## config.mk

```make
export PLATFORM = sky130hd
export DESIGN_NAME = dmaDatapath
export DESIGN_NICKNAME = d
export VERILOG_FILES = /design/src/hw/dmaPkg.sv /design/src/hw/chanBusIf.sv /design/src/hw/cpuPortDecoder.sv /design/src/hw/dmaChannel.sv /design/src/hw/readbackMux.sv /design/src/hw/dmaDatapath.sv
export SDC_FILE = /design/constraint.sdc
export NUM_CORES = 1
export LEC_CHECK = 0
export BUFFER_PORTS_ARGS = -buffer_cell sky130_fd_sc_hd__buf_2
export CAP_MARGIN = 5
export CORE_UTILIZATION = 25
export DETAILED_ROUTE_END_ITERATION = 8
export PLACE_DENSITY_LB_ADDON = 0.08
export SLEW_MARGIN = 20
export SYNTH_ARGS = -nofsm -noshare
export SYNTH_HDL_FRONTEND = slang
export SYNTH_SLANG_ARGS = --single-unit
```

## constraint.sdc

```tcl
create_clock -name dma_if -period 3.92 [get_ports dma_if]
set_input_delay 0.98 -clock dma_if [delete_from_list [all_inputs] [get_ports dma_if]]
set_output_delay 0.98 -clock dma_if [all_outputs]
set_load 0.02 [all_outputs]
```

## src/hw/dmaPkg.sv

```systemverilog
// Shared widths, CPU register port map and read source type for the DMA datapath RTL
`default_nettype none

package dmaPkg;

  // Data and address widths with a meaning of their own
  typedef logic [7:0]  byteT;
  typedef logic [15:0] addrWordT;
  typedef logic [15:0] countT;
  typedef logic [3:0]  regPortT;
  typedef logic [1:0]  chanT;

  // What the readback stage returns on a CPU read
  typedef enum logic [1:0] {
    ReadNone,
    ReadAddr,
    ReadCount,
    ReadStatus
  } readSrcT;

  // Channel block: port 2n is the address, port 2n+1 the count of channel n
  localparam regPortT PortAddrBase  = 4'd0;
  localparam regPortT PortCountBase = 4'd1;

  // First port past the channel block, also the status register
  localparam regPortT PortStatus = 4'd8;

  // Command ports, all write only
  localparam regPortT PortSingleMask    = 4'd10;
  localparam regPortT PortMode          = 4'd11;
  localparam regPortT PortClearFlipFlop = 4'd12;
  localparam regPortT PortMasterClear   = 4'd13;
  localparam regPortT PortClearMask     = 4'd14;
  localparam regPortT PortAllMask       = 4'd15;

  // Mode byte fields that take effect
  // Bits 1:0 of the mode byte select the channel
  localparam int ModeAutoInitBit  = 4;
  localparam int ModeDecrementBit = 5;

  // Single mask byte: bits 1:0 select the channel, bit 2 is the new mask value
  localparam int SingleMaskSetBit = 2;

endpackage

`default_nettype wire

```

## src/hw/chanBusIf.sv

```systemverilog
// Per-channel bus from the CPU port decoder into one channel and out to the readback stage
`timescale 1ns/1ps
`default_nettype none

interface chanBusIf;

  // Register write and step strobes, one cycle each
  dmaPkg::byteT wrData;
  logic         hiByte;
  logic         wrAddr;
  logic         wrCount;
  logic         wrMode;
  logic         step;
  logic         clear;

  // Channel state and step results
  dmaPkg::addrWordT currAddr;
  dmaPkg::countT    currCount;
  dmaPkg::addrWordT stepAddr;
  logic             stepDone;
  logic             tcHit;

  modport decoder (
    output wrData, hiByte, wrAddr, wrCount, wrMode, step, clear
  );

  modport channel (
    input  wrData, hiByte, wrAddr, wrCount, wrMode, step, clear,
    output currAddr, currCount, stepAddr, stepDone, tcHit
  );

  modport readback (
    input currAddr, currCount, stepAddr, stepDone, tcHit
  );

endinterface

`default_nettype wire

```

## src/hw/cpuPortDecoder.sv

```systemverilog
// CPU port decoder: samples the bus, keeps byte pointer and mask, and strobes the channels
`timescale 1ns/1ps
`default_nettype none

module cpuPortDecoder #(
  parameter int NumChannels = 4
) (
  input  logic             dma_if,
  input  logic             rstN,
  input  logic             csN,
  input  logic             iorN,
  input  logic             iowN,
  input  dmaPkg::regPortT  regPort,
  input  dmaPkg::byteT     dataIn,
  input  logic             stepReq,
  input  dmaPkg::chanT     stepChan,
  output dmaPkg::readSrcT  readSrc,
  output dmaPkg::chanT     readChan,
  output logic             readHi,
  output logic             statusClear,
  chanBusIf.decoder        chan [NumChannels]
);

  logic         wrEn;
  logic         rdEn;
  logic         bytePtr;
  logic [3:0]   mask;
  dmaPkg::chanT portChan;
  dmaPkg::chanT modeChan;
  logic         portIsChan;
  logic         addrHit;
  logic         countHit;
  logic         stepOk;

  // Registered strobes, one bit per channel
  logic [NumChannels-1:0] wrAddrQ;
  logic [NumChannels-1:0] wrCountQ;
  logic [NumChannels-1:0] wrModeQ;
  logic [NumChannels-1:0] stepQ;
  logic                   clearQ;

  // Payload that travels with the strobes
  dmaPkg::byteT wrDataQ;
  logic         byteSelQ;

  assign wrEn = !csN && !iowN;
  assign rdEn = !csN && !iorN;

  // Ports below the status port form the channel block
  assign portChan   = regPort[2:1];
  assign portIsChan = (regPort < dmaPkg::PortStatus) && (int'(portChan) < NumChannels);
  assign addrHit    = portIsChan && (regPort[0] == dmaPkg::PortAddrBase[0]);
  assign countHit   = portIsChan && (regPort[0] == dmaPkg::PortCountBase[0]);

  assign modeChan = dataIn[1:0];
  assign stepOk   = stepReq && (int'(stepChan) < NumChannels) && !mask[stepChan];

  always_ff @(posedge dma_if or negedge rstN)
  begin
    if (!rstN)
    begin
      bytePtr     <= 1'b0;
      mask        <= 4'hf;
      wrAddrQ     <= '0;
      wrCountQ    <= '0;
      wrModeQ     <= '0;
      stepQ       <= '0;
      clearQ      <= 1'b0;
      statusClear <= 1'b0;
      readSrc     <= dmaPkg::ReadNone;
    end
    else
    begin
      wrAddrQ     <= '0;
      wrCountQ    <= '0;
      wrModeQ     <= '0;
      stepQ       <= '0;
      clearQ      <= 1'b0;
      statusClear <= 1'b0;
      readSrc     <= dmaPkg::ReadNone;

      // Every address or count access uses one byte
      if ((wrEn || rdEn) && portIsChan)
        bytePtr <= !bytePtr;

      if (wrEn)
      begin
        wrAddrQ[portChan]  <= addrHit;
        wrCountQ[portChan] <= countHit;
        case (regPort)
          dmaPkg::PortSingleMask:
            mask[modeChan] <= dataIn[dmaPkg::SingleMaskSetBit];
          dmaPkg::PortMode:
            if (int'(modeChan) < NumChannels)
              wrModeQ[modeChan] <= 1'b1;
          dmaPkg::PortClearFlipFlop:
            bytePtr <= 1'b0;
          dmaPkg::PortMasterClear:
          begin
            bytePtr     <= 1'b0;
            mask        <= 4'hf;
            clearQ      <= 1'b1;
            statusClear <= 1'b1;
          end
          dmaPkg::PortClearMask:
            mask <= 4'h0;
          dmaPkg::PortAllMask:
            mask <= dataIn[3:0];
          default:
            ;
        endcase
      end

      if (rdEn)
      begin
        if (addrHit)
          readSrc <= dmaPkg::ReadAddr;
        else if (countHit)
          readSrc <= dmaPkg::ReadCount;
        else if (regPort == dmaPkg::PortStatus)
        begin
          readSrc     <= dmaPkg::ReadStatus;
          statusClear <= 1'b1;
        end
      end

      if (stepOk)
        stepQ[stepChan] <= 1'b1;
    end
  end

  // Qualified by the strobes above
  always_ff @(posedge dma_if)
  begin
    wrDataQ  <= dataIn;
    byteSelQ <= bytePtr;
    readChan <= portChan;
  end

  assign readHi = byteSelQ;

  for (genvar i = 0; i < NumChannels; i++)
  begin : gChanBus
    assign chan[i].wrData  = wrDataQ;
    assign chan[i].hiByte  = byteSelQ;
    assign chan[i].wrAddr  = wrAddrQ[i];
    assign chan[i].wrCount = wrCountQ[i];
    assign chan[i].wrMode  = wrModeQ[i];
    assign chan[i].step    = stepQ[i];
    assign chan[i].clear   = clearQ;
  end

endmodule

`default_nettype wire

```

## src/hw/dmaChannel.sv

```systemverilog
// One DMA channel: base and current address and count, mode bits and step arithmetic
`timescale 1ns/1ps
`default_nettype none

module dmaChannel (
  input  logic       dma_if,
  input  logic       rstN,
  chanBusIf.channel  bus
);

  dmaPkg::addrWordT baseAddr;
  dmaPkg::addrWordT currAddr;
  dmaPkg::countT    baseCount;
  dmaPkg::countT    currCount;
  logic             autoInit;
  logic             decrement;
  logic             stopped;
  logic             stepOk;
  logic             countZero;
  dmaPkg::addrWordT nextAddr;

  assign stepOk    = bus.step && !stopped;
  assign countZero = (currCount == '0);
  assign nextAddr  = decrement ? currAddr - 16'd1 : currAddr + 16'd1;

  always_ff @(posedge dma_if or negedge rstN)
  begin
    if (!rstN)
    begin
      baseAddr     <= '0;
      currAddr     <= '0;
      baseCount    <= '0;
      currCount    <= '0;
      autoInit     <= 1'b0;
      decrement    <= 1'b0;
      stopped      <= 1'b0;
      bus.stepDone <= 1'b0;
      bus.tcHit    <= 1'b0;
    end
    else if (bus.clear)
    begin
      baseAddr     <= '0;
      currAddr     <= '0;
      baseCount    <= '0;
      currCount    <= '0;
      autoInit     <= 1'b0;
      decrement    <= 1'b0;
      stopped      <= 1'b0;
      bus.stepDone <= 1'b0;
      bus.tcHit    <= 1'b0;
    end
    else
    begin
      bus.stepDone <= stepOk;
      bus.tcHit    <= stepOk && countZero;

      if (stepOk)
      begin
        // Count passing zero ends the block
        if (countZero && autoInit)
        begin
          currAddr  <= baseAddr;
          currCount <= baseCount;
        end
        else
        begin
          currAddr  <= nextAddr;
          currCount <= currCount - 16'd1;
          if (countZero)
            stopped <= 1'b1;
        end
      end

      // Register writes load base and current together
      if (bus.wrAddr)
      begin
        if (bus.hiByte)
        begin
          baseAddr[15:8] <= bus.wrData;
          currAddr[15:8] <= bus.wrData;
        end
        else
        begin
          baseAddr[7:0] <= bus.wrData;
          currAddr[7:0] <= bus.wrData;
        end
      end

      if (bus.wrCount)
      begin
        stopped <= 1'b0;
        if (bus.hiByte)
        begin
          baseCount[15:8] <= bus.wrData;
          currCount[15:8] <= bus.wrData;
        end
        else
        begin
          baseCount[7:0] <= bus.wrData;
          currCount[7:0] <= bus.wrData;
        end
      end

      if (bus.wrMode)
      begin
        autoInit  <= bus.wrData[dmaPkg::ModeAutoInitBit];
        decrement <= bus.wrData[dmaPkg::ModeDecrementBit];
      end
    end
  end

  // Address of the step, valid with stepDone
  always_ff @(posedge dma_if)
  begin
    if (stepOk)
      bus.stepAddr <= currAddr;
  end

  assign bus.currAddr  = currAddr;
  assign bus.currCount = currCount;

endmodule

`default_nettype wire

```

## src/hw/readbackMux.sv

```systemverilog
// Readback stage: sticky TC status, CPU read data and the merged memory address output
`timescale 1ns/1ps
`default_nettype none

module readbackMux #(
  parameter int NumChannels = 4
) (
  input  logic              dma_if,
  input  logic              rstN,
  input  dmaPkg::readSrcT   readSrc,
  input  dmaPkg::chanT      readChan,
  input  logic              readHi,
  input  logic              statusClear,
  chanBusIf.readback        chan [NumChannels],
  output dmaPkg::byteT      dataOut,
  output logic              readValid,
  output dmaPkg::addrWordT  memAddr,
  output logic              memValid,
  output logic              tc
);

  dmaPkg::addrWordT       chanAddr [NumChannels];
  dmaPkg::countT          chanCount [NumChannels];
  dmaPkg::addrWordT       chanStep [NumChannels];
  logic [NumChannels-1:0] doneVec;
  logic [NumChannels-1:0] tcVec;
  logic [3:0]             tcHits;
  logic [3:0]             tcFlags;
  logic [15:0]            selWord;
  dmaPkg::byteT           rdByte;
  dmaPkg::addrWordT       stepWord;

  for (genvar i = 0; i < NumChannels; i++)
  begin : gGather
    assign chanAddr[i]  = chan[i].currAddr;
    assign chanCount[i] = chan[i].currCount;
    assign chanStep[i]  = chan[i].stepAddr;
    assign doneVec[i]   = chan[i].stepDone;
    assign tcVec[i]     = chan[i].tcHit;
  end

  assign tcHits = 4'(tcVec);

  always_comb
  begin
    selWord = (readSrc == dmaPkg::ReadCount) ? chanCount[readChan] : chanAddr[readChan];
    if (readSrc == dmaPkg::ReadStatus)
      rdByte = {4'h0, tcFlags};
    else
      rdByte = readHi ? selWord[15:8] : selWord[7:0];
  end

  // At most one channel steps per cycle, so OR is enough
  always_comb
  begin
    stepWord = '0;
    for (int i = 0; i < NumChannels; i++)
      if (doneVec[i])
        stepWord = stepWord | chanStep[i];
  end

  always_ff @(posedge dma_if or negedge rstN)
  begin
    if (!rstN)
    begin
      tcFlags   <= 4'h0;
      readValid <= 1'b0;
      memValid  <= 1'b0;
      tc        <= 1'b0;
    end
    else
    begin
      // New terminal count beats the clear
      tcFlags   <= (tcFlags & {4{!statusClear}}) | tcHits;
      readValid <= (readSrc != dmaPkg::ReadNone);
      memValid  <= |doneVec;
      tc        <= |tcVec;
    end
  end

  always_ff @(posedge dma_if)
  begin
    dataOut <= rdByte;
    memAddr <= stepWord;
  end

endmodule

`default_nettype wire

```

## src/hw/dmaDatapath.sv

```systemverilog
// DMA datapath top level: CPU port decoder, channel array and readback stage on plain ports
`timescale 1ns/1ps
`default_nettype none

module dmaDatapath #(
  parameter int NumChannels = 4
) (
  input  logic              dma_if,
  input  logic              rstN,
  input  logic              csN,
  input  logic              iorN,
  input  logic              iowN,
  input  dmaPkg::regPortT   regPort,
  input  dmaPkg::byteT      dataIn,
  input  logic              stepReq,
  input  dmaPkg::chanT      stepChan,
  output dmaPkg::byteT      dataOut,
  output logic              readValid,
  output dmaPkg::addrWordT  memAddr,
  output logic              memValid,
  output logic              tc
);

  // Decoder to readback sideband
  dmaPkg::readSrcT readSrc;
  dmaPkg::chanT    readChan;
  logic            readHi;
  logic            statusClear;

  chanBusIf chanBus [NumChannels] ();

  cpuPortDecoder #(
    .NumChannels (NumChannels)
  ) uDecoder (
    .dma_if      (dma_if),
    .rstN        (rstN),
    .csN         (csN),
    .iorN        (iorN),
    .iowN        (iowN),
    .regPort     (regPort),
    .dataIn      (dataIn),
    .stepReq     (stepReq),
    .stepChan    (stepChan),
    .readSrc     (readSrc),
    .readChan    (readChan),
    .readHi      (readHi),
    .statusClear (statusClear),
    .chan        (chanBus)
  );

  for (genvar i = 0; i < NumChannels; i++)
  begin : gChannel
    dmaChannel uChannel (
      .dma_if (dma_if),
      .rstN   (rstN),
      .bus    (chanBus[i])
    );
  end

  readbackMux #(
    .NumChannels (NumChannels)
  ) uReadback (
    .dma_if      (dma_if),
    .rstN        (rstN),
    .readSrc     (readSrc),
    .readChan    (readChan),
    .readHi      (readHi),
    .statusClear (statusClear),
    .chan        (chanBus),
    .dataOut     (dataOut),
    .readValid   (readValid),
    .memAddr     (memAddr),
    .memValid    (memValid),
    .tc          (tc)
  );

endmodule

`default_nettype wire

```

**After elaboration in Yosys (flattened, before gate mapping)**

Index checks and enable logic that the tools add are counted.

- Register bits after elaboration: 407
- Bits of input ports: 20
- Output and inout port bits: 27
- Word-level logic and storage cells: 348

- Add/subtract/negate cells: 12
- Order comparisons: 8
- Equal/unequal tests: 14
- Mux-type cells: 155
- Bitwise logic cells: 9
- Reductions and logical operators: 83

Operators by type and width:

| operator | count |
|---|---|
| $mux W16 | 61 |
| $mux W8 | 19 |
| $sub A16 B1 Y16 const B | 8 |
| $add A16 B1 Y16 const B | 4 |
| $bmux W16 S2 | 2 |
| $logic_not A16 Y1 | 4 |
| $mux W1 | 57 |
| $or A16 B16 Y16 | 3 |
| $reduce_and A2 Y1 | 17 |
| $eq A4 B4 Y1 const B | 7 |
| $reduce_bool A2 Y1 | 14 |
| $mux W4 | 6 |
| $reduce_bool A3 Y1 | 8 |
| $logic_and A1 B1 Y1 | 21 |
| $pmux W4 S4 | 1 |
| $and A4 B4 Y4 | 3 |
| $ne A3 B3 Y1 const B | 4 |
| $reduce_and A3 Y1 | 4 |
| $logic_not A1 Y1 | 10 |
| $lt A2 B3 Y1 const B | 3 |
| $mux W2 | 4 |
| $reduce_or A4 Y1 | 2 |
| $demux W1 S2 | 3 |
| $ge A2 B1 Y1 const B | 3 |
| other kinds (12) | 13 |

**Longest topological paths before layout**

Gate-level depths: netlist of the first run.

- Depth after elaboration: 7
- Mapped depth: 12
- Depth with buffers taken out: 12

**Cells and area by module**

From an unflattened synthesis of the first run, not the netlist that was laid out.

- Cells, all modules: 2459
- Area total of the unflattened synthesis: 22723.0 sq um

Modules (own cells, without submodules):

| module | instances | cells each | area each (sq um) | seq. area each (sq um) |
|---|---|---|---|---|
| dmaChannel at gChannel[1].uChannel ... | 2 | 530 | 4802.1 | 2207.1 |
| dmaChannel at gChannel[3].uChannel | 1 | 539 | 4724.5 | 2207.1 |
| dmaChannel at gChannel[0].uChannel | 1 | 520 | 4675.7 | 2207.1 |
| readbackMux | 1 | 200 | 2188.3 | 655.6 |
| cpuPortDecoder | 1 | 140 | 1530.2 | 850.8 |

**Least setup slack after synthesis of the first run**

OpenSTA, ideal clock, no wires.

- Path type: reg-to-reg
- Start point: register gChannel[2].uChannel.decrement
- End point: register gChannel[2].uChannel.currAddr[15]
- Setup time: 0.140 ns
- Arrival: 2.896 ns
- Data required time: 3.780 ns
- Slack: 0.884 ns
- Cell stages (with the launch flop): 12
- Path buffers: 0
- Period minus slack after synthesis: 3.036 ns
- Cell sequence: dfrtp_1 > ha_1 > a211oi_2 > o21ai_1 > o311a_1 > a311o_1 > a31oi_2 > o21ai_1 > o41ai_2 > xnor2_1 > mux2i_1 > o32ai_1

- Cells in the longest elaborated chain, start to end: 6

RTL lines:

| what | line | source |
|---|---|---|
| start, declared | dmaChannel.sv:16 | `logic decrement;` |
| start signal, assigned | dmaChannel.sv:107 | `decrement <= bus.wrData[dmaPkg::ModeDecrementBit];` |
| $mux W16 * | dmaChannel.sv:24 | `assign nextAddr = decrement ? currAddr - 16'd1 : currAddr + 16'd1;` |
| $mux W16 * | dmaChannel.sv:60 | `if (countZero && autoInit)` |
| $mux W16 * | dmaChannel.sv:57 | `if (stepOk)` |
| $mux W8 | dmaChannel.sv:77 | `if (bus.hiByte)` |
| $mux W16 * | dmaChannel.sv:75 | `if (bus.wrAddr)` |
| $mux W16 * | dmaChannel.sv:40 | `else if (bus.clear)` |
| end signal, assigned | dmaChannel.sv:62 | `currAddr <= baseAddr;` |
| end signal, assigned | dmaChannel.sv:67 | `currAddr <= nextAddr;` |
| end signal, assigned | dmaChannel.sv:80 | `currAddr[15:8] <= bus.wrData;` |
| end, declared | dmaChannel.sv:12 | `dmaPkg::addrWordT currAddr;` |

Every way passes the cells marked *; elsewhere a longest branch is shown, timed or not.
A chain may end at the register's enable or synchronous reset.

**Final worst setup path of the first run**

- Start point: register gChannel[0].uChannel.currAddr[1]
- End point: register gChannel[0].uChannel.currAddr[15]

- Cells in the longest elaborated chain, start to end: 7
- Elaborated cells between the ends (all ways): 8
- Classes of those cells: add/sub (2); mux (6)

RTL lines:

| what | line | source |
|---|---|---|
| start, declared | dmaChannel.sv:12 |  |
| start signal, assigned | dmaChannel.sv:62 |  |
| start signal, assigned | dmaChannel.sv:67 |  |
| start signal, assigned | dmaChannel.sv:85 | `currAddr[7:0] <= bus.wrData;` |
| $add A16 B1 Y16 / $sub A16 B1 Y16 (equally long branches) | dmaChannel.sv:24 |  |
| $mux W16 * | dmaChannel.sv:24 |  |
| $mux W16 * | dmaChannel.sv:60 |  |
| $mux W16 * | dmaChannel.sv:57 |  |
| $mux W8 | dmaChannel.sv:77 |  |
| $mux W16 * | dmaChannel.sv:75 |  |
| $mux W16 * | dmaChannel.sv:40 |  |

Marked as above.

==> results of run 1 <==
-- power by group through the flow --
stage	Combinational (µW)	Clock (µW)	Sequential, µW
after floorplan	3530	0	6130
after global placement	4710	0	6970
after detailed placement	4750	0	6970
after CTS	4780	5240	6890
after global routing	5330	5380	6960
final	4760	5080	6820
-- flip-flops by register name, summed over array words and instances, names as in the netlist, 8 cells and up, named ones only --
register                         flops
gChannel.uChannel.baseCount         64
gChannel.uChannel.bus.currAddr      64
gChannel.uChannel.bus.stepAddr      64
uDecoder.chan.wrData                 8
gChannel.uChannel.bus.currCount     64
uReadback.dataOut                    8
uReadback.memAddr                   16
gChannel.uChannel.baseAddr          64
-- routing by layer --
layer,GRT usage (%),vias to the layer above
met3,2.31,91
met5,0,-
met2,30.4,410
met4,5.08,0
li1,-,8476
met1,26.4,9052
-- through the flow --
step                      setup WS (ns)  utilization [%]  area, µm²
final                             0.561             29.2      24900
after floorplan                   0.884                -      21600
after global placement            0.638             27.0      23100
after global routing              0.337             29.1      24900
after detailed placement          0.673             27.0      23100
after CTS                         0.641             29.1      24900
-- how the worst max path moves through the flow --
stage	endpoint	slack, ns	cells after the start
6_report	gChannel[0].uChannel.bus.currAddr[15]	0.56	11
5_1_grt	gChannel[3].uChannel.bus.currAddr[15]	0.34	11
4_1_cts	gChannel[1].uChannel.bus.currAddr[15]	0.64	11
3_5_place_dp	gChannel[1].uChannel.bus.currAddr[14]	0.67	11
3_3_place_gp	gChannel[3].uChannel.bus.currAddr[15]	0.64	11
2_1_floorplan	gChannel[2].uChannel.bus.currAddr[15]	0.88	11
-- logic make-up (layout without fill, tap and decap cells) --
family                     Yosys count  in the layout  synth area share, %
xor gates and xnor gates            50             50                 2.02
DFF                                407            407                 47.8
AOI/OAI and AO/OA                  721            721                 20.0
muxes                               56             56                 4.77
and+or+nand+nor                    861            861                 17.4
other                                0              1                    0
adders and majority gates           68             68                 4.07
buffers and inverters              213            242                 3.87
-- cells in the final DEF (no fill, tap or decap), drive strengths merged, types with 7 or more instances in the layout --
cell type	instances
a22oi	32
mux4	37
clkbuf	79
a21oi	348
edfxtp	64
nand3	39
o211ai	50
o21ai	119
or2	13
inv	50
buf	94
o22ai	14
nor4	10
ha	64
dfrtp	304
or3	19
a31oi	27
nor2b	21
o41ai	7
nand2b	20
xor2	22
a21o	18
and2	14
dfxtp	35
nand3b	8
nand2	417
mux2i	15
a211oi	23
nor3	60
o21bai	10
clkinv	14
xnor2	28
nor2	217
o31ai	7
o221ai	20
-- final cells by class --
cell class                 instances  area (µm²)
fill                            9021       60500
clock inverter                    19         230
multi-input combinational       1756       10500
timing repair buffer              94         676
sequential                       407       10300
clock buffer                      79        1560
tap                             1144        1430
inverter                          50         188
antenna                            1        2.50
==> results.tsv, run 1 <==
stage	metric	value	unit
detailed_routing	wirelength	81600	µm
critical_path	path_max_fanout	4	
power_and_ir_drop	power_frac_clock	30.5	%
run_status	status	finished, final reports clean	
power_and_ir_drop	finalPower	16700	µW
synth	synth_top_area_cell	dfrtp_1	
cells_and_area	fin_nets	2449	
cts	clock_tree.buffer_depth	3	
global_routing	track_usage	18.8	%
die	start_util	25.3	%
cts	cts_sinks	407	
sta	relSlewSlack	27.9	%
power_and_ir_drop	power.share.combinational	28.6	%
cts	root_buffer	clkbuf_16	
critical_path	rr_startpoint	gChannel[0].uChannel.bus.currAddr[1]	
die	die_h	296	µm
sta	hold-worst-slack	0.299	ns
power_and_ir_drop	p_sw_share	36.7	%
cts	holdBufCountCts	0	
synth	synth_edf_count	64	
detailed_routing	ant_nets	0	
sta	finalCriticalPeriod	3.36	ns
critical_path	regToRegSetupSlack	0.56	ns
die	num_rows	107	
sta	rsz0062_at_grt	no	
critical_path	crit_type	reg -> reg	
synth	yosys_warnings	0	
detailed_routing	viasPerCell	5.08	
global_routing	grt_overflow_total	0	
die	die_w	296	µm
critical_path	cp-start-kind	flip-flop	
critical_path	crit_chain	ha_1 > a21o_1 > a41oi_1 > o21ai_0 > o311ai_0 > nand3b_1 > a31oi_1 > o21bai_1 > xnor2_1 > mux2i_1 > o22ai_1	
power_and_ir_drop	p_sw	6110	µW
critical_path	max_stage_delay	0.72	ns
cells_and_area	instances_no_fill	3550	
detailed_routing	drcViolationCount	0	
critical_path	crit_buf_inv	0	
cts	cts_tree	done	
synth	async_flop_share	75.7	%
hold_path	hold_path_class	in -> async	
critical_path	rr_worst_depth	11	
sta	setup_tns	0	ns
critical_path	required	4.38	ns
job	cap_violations	0	
sta	worstMarginPinSlew	1.08	ns
critical_path	startpoint	gChannel[0].uChannel.bus.currAddr[1]	
critical_path	worstPathArrival	3.82	ns
synth	synth_top_flop_cell	dfrtp_1	
place	numPortBuffers	46	
cells_and_area	area_growth	15.1	%
cts	post-cts-setup-buffers	0	
global_routing	grt_pass1_wl	123000	µm
sta	clock_skew	0.0248	ns
place	hpwl	55100	µm
cts	clk_latency	0.62	ns
power_and_ir_drop	power.density	669	mW/mm²
critical_path	cp_slowest_cell	o311ai_0	
power_and_ir_drop	p_int	10600	µW
sta	hold_violations	0	
cells_and_area	final_layout_size_suffix_gt1_share	10.6	%
sta	final_max_slew_viol_count	0	
synth	synth_area	0.0216	mm²
detailed_routing	dr_total_vias	18000	
detailed_routing	wl_met3	3190	µm
synth	syn_nets	2464	
critical_path	regToRegEndpoint	gChannel[0].uChannel.bus.currAddr[15]	
critical_path	cp-end-kind	flip-flop	
synth	yosys-top-cells-area	dfrtp_1 (35%), edfxtp_1 (8.9%), a21oi_1 (8.0%), nand2_1 (7.2%), nor2_1 (3.8%)	
cts	path_clk_slew	0.06	ns
sta	clock.fmax	0.298	GHz
critical_path	critical_path.top_delay_family	compound AO/OA/AOI/OAI gates	
place	placed_cells	3451	
detailed_routing	met2_length	37700	µm
synth	yosysMostFrequentCell	nand2_1	
sta	fin_crit_sh	85.7	%
die	coreArea	0.0854	mm²
detailed_routing	avgRoutedWirePerCell	23.0	µm
detailed_routing	drtIter0Drc	1224	
synth	ys_ff_latch	407	
die	boundaryPins	47	
global_routing	grt_max_degree	92	
die	die_area	0.0877	mm²
detailed_routing	drt-met1-wl	38700	µm
cts	cts_inserted_buffers	52	
synth	synth_common_cells	nand2_1 (417), a21oi_1 (347), dfrtp_1 (304)	
detailed_routing	routed.top_layer	met4	
cts	htreeDepth	2	
power_and_ir_drop	p_leak	0.0102	µW
global_routing	grt_pass1_vias	17800	
global_routing	antenna_found_initial	3	
power_and_ir_drop	max-vdd-ir-drop	0.315	mV
detailed_routing	dr.pass1.iters	5	
synth	synth_cell_types	81	
synth	synth_top_area_share	35.2	%
cts	cts-resized-gates	0	
synth	avgSynthCellArea	9.11	µm²
place	place_congestion	0.817	
synth	syn_inst	2376	
synth	synth.yosys.seq_area_share	47.8	%
power_and_ir_drop	seqPwrFrac	40.9	%
sta	setup_viol	0	
Note: power is estimated with default switching activity, not from simulation.
==> run 2, diff against run 1 <==
- clock period: 3.92 -> 3 ns (I/O delays scaled with it)
==> results.tsv, run 2 (synthesized netlist as in run 1, its figures left out) <==
stage	metric	value	unit	change
cts	root_buffer	clkbuf_16		
critical_path	worstPathArrival	3.37	ns	-0.45 ns
global_routing	grt_pass1_wl	123000	µm	+0.79%
critical_path	required	3.47	ns	-0.91 ns
critical_path	critical_path.top_delay_family	compound AO/OA/AOI/OAI gates		
cts	cts_inserted_buffers	52		unchanged
cells_and_area	final_layout_size_suffix_gt1_share	14.9	%	+4.3 points
detailed_routing	drcViolationCount	0		unchanged
detailed_routing	dr_total_vias	18400		+2.1%
global_routing	antenna_found_initial	2		-1
cells_and_area	area_growth	19.4	%	
power_and_ir_drop	p_leak	0.0107	µW	+5.0%
sta	hold-worst-slack	0.0453	ns	-0.254 ns
run_status	status	finished, final reports clean		
cts	cts_sinks	407		unchanged
critical_path	crit_buf_inv	2		+2
sta	setup_tns	0	ns	unchanged
sta	worstMarginPinSlew	0.971	ns	-0.110 ns
hold_path	hold_path_class	in -> async		
detailed_routing	viasPerCell	5.05		-0.55%
critical_path	rr_startpoint	gChannel[2].uChannel.decrement		
critical_path	cp-start-kind	flip-flop		
critical_path	regToRegSetupSlack	0.1	ns	-0.46 ns
die	die_h	296	µm	unchanged
sta	hold_violations	0		unchanged
power_and_ir_drop	max-vdd-ir-drop	0.422	mV	+34%
sta	clock.fmax	0.345	GHz	+16%
global_routing	grt_pass1_vias	18000		+1.2%
die	coreArea	0.0854	mm²	unchanged
cts	cts_tree	done		
sta	final_max_slew_viol_count	0		unchanged
detailed_routing	drtIter0Drc	1282		+4.7%
global_routing	track_usage	19.0	%	+0.16 points
cts	clk_latency	0.61	ns	about the same
cells_and_area	most-common-layout-cells	nand2_1 (417), a21oi_1 (341), dfrtp_1 (300)		
place	numPortBuffers	46		unchanged
cells_and_area	final_common_cell	nand2_1		
cts	clock_tree.buffer_depth	3		unchanged
job	cap_violations	0		unchanged
critical_path	regToRegEndpoint	gChannel[2].uChannel.bus.currAddr[15]		
cts	htreeDepth	2		unchanged
sta	relSlewSlack	35.2	%	+7.3 points
critical_path	path_max_fanout	6		+2
critical_path	cp_slowest_cell	dfrtp_2		
die	die_area	0.0877	mm²	unchanged
critical_path	rr_worst_depth	13		+2
critical_path	cpMostUsedCell	buf_4		
place	hpwl	56900	µm	+3.3%
global_routing	grt_overflow_total	0		unchanged
sta	setup_viol	0		unchanged
die	boundaryPins	47		unchanged
detailed_routing	avgRoutedWirePerCell	22.8	µm	-0.79%
cells_and_area	fin_nets	2543		+3.8%
global_routing	grt_max_degree	85		-7.6%
detailed_routing	dr.pass1.iters	5		unchanged
detailed_routing	wirelength	83100	µm	+1.9%
critical_path	cp-end-kind	flip-flop		
power_and_ir_drop	power.density	869	mW/mm²	+30%
cts	path_clk_slew	0.06	ns	about the same
critical_path	crit_chain	buf_4 > buf_4 > ha_1 > o21ai_0 > nand2_1 > o311a_1 > a311o_1 > a31oi_2 > o21ai_1 > o41ai_2 > xnor2_1 > mux2i_1 > o32ai_1		
die	start_util	25.3	%	unchanged
critical_path	max_stage_delay	0.44	ns	-0.28 ns
cells_and_area	nFillCells	9046		+0.28%
die	die_w	296	µm	unchanged
sta	finalCriticalPeriod	2.90	ns	-0.457 ns
sta	clock_skew	0.0204	ns	-0.00434 ns
detailed_routing	ant_nets	0		unchanged
cts	holdBufCountCts	0		unchanged
die	num_rows	107		unchanged
sta	fin_crit_sh	96.7	%	+11 points
critical_path	crit_type	reg -> reg		
place	place_congestion	0.825		+0.93%
run 2: cell types whose count changed in the layout (fill, tap and decap cells not counted), moves of 5 or more:
cell / delta
a21oi_2: +6
o21ai_1: +7
buf_12: +10
buf_4: +83
clkinv_2: +9
o21ai_0: -11
clkinv_1: -5
a21oi_1: -6
run 2: what timing repair did:
action,CTS,global route
setup buffers,0,7
pin swaps,5,17
endpoints found under the hold margin,0,0
setup endpoints to repair,6,13
cloned,0,0
gates resized for setup,3,34
run 2: final cells by class:
cell class	instances	area (µm²)	area share, %
well taps	1144	1430	5.54
clock inverters	22	228	0.882
diodes	2	5.00	0.0194
repair buffers	188	1510	5.85
inverters	50	188	0.727
multi-input cells	1756	10600	41.0
clock buffers	76	1530	5.94
flip-flops and latches	407	10300	40.1
run 2: routing by layer:
| layer | global-route usage, % | part of all wire [%] | routed length (µm) |
|---|---|---|---|
| met5 | 0 | 0 | 0 |
| met4 | 4.64 | 2.1 | 1780 |
| met3 | 2.18 | 3.4 | 2790 |
| met2 | 30.8 | 47 | 38700 |
| met1 | 26.8 | 48 | 39900 |
run 2: how the worst max path moves through the flow:
stage / end / slack (ns) / cells past startpoint / from
4_1_cts: gChannel[2].uChannel.bus.currAddr[15] / 0.01 / 11 / gChannel[2].uChannel.decrement
3_3_place_gp: gChannel[3].uChannel.bus.currAddr[15] / -0.04 / 12 / gChannel[3].uChannel.decrement
2_1_floorplan: gChannel[2].uChannel.bus.currAddr[15] / 0.07 / 11 / gChannel[2].uChannel.decrement
5_1_grt: gChannel[3].uChannel.bus.currAddr[15] / -0.04 / 13 / gChannel[3].uChannel.decrement
6_report: gChannel[2].uChannel.bus.currAddr[15] / 0.1 / 13 / gChannel[2].uChannel.decrement
3_5_place_dp: gChannel[3].uChannel.bus.currAddr[15] / -0.02 / 12 / gChannel[3].uChannel.decrement
run 2: worst reg2reg max path, cell delays in order, from the launching register on:
cell and delay [ns]:
dfrtp_2 0.44, buf_4 0.15, buf_4 0.15, ha_1 0.28, o21ai_0 0.17, nand2_1 0.07
o311a_1 0.14, a311o_1 0.36, a31oi_2 0.17, o21ai_1 0.13, o41ai_2 0.24, xnor2_1 0.18
mux2i_1 0.21, o32ai_1 0.09
run 2: through the flow:
stage	setup WS (ns)	instance area [µm²]	power, µW	instances	utilization [%]
4_1_cts	0.0140	25700	22600	3636	30.0
3_3_place_gp	-0.0430	23900	15900	3538	28.0
6_report	0.0981	25800	22400	3645	30.2
3_5_place_dp	-0.0207	23900	15900	3538	28.0
5_1_grt	-0.0362	25800	23800	3643	30.2
2_1_floorplan	0.0673	21600	12600	2376	-
run 2: power by group:
group	leakage [µW]	internal [µW]	switching, µW
logic	0.00498	3350	4090
clock network	0.000868	3880	2620
registers	0.00482	6990	1520
total	0.0107	14200	8220
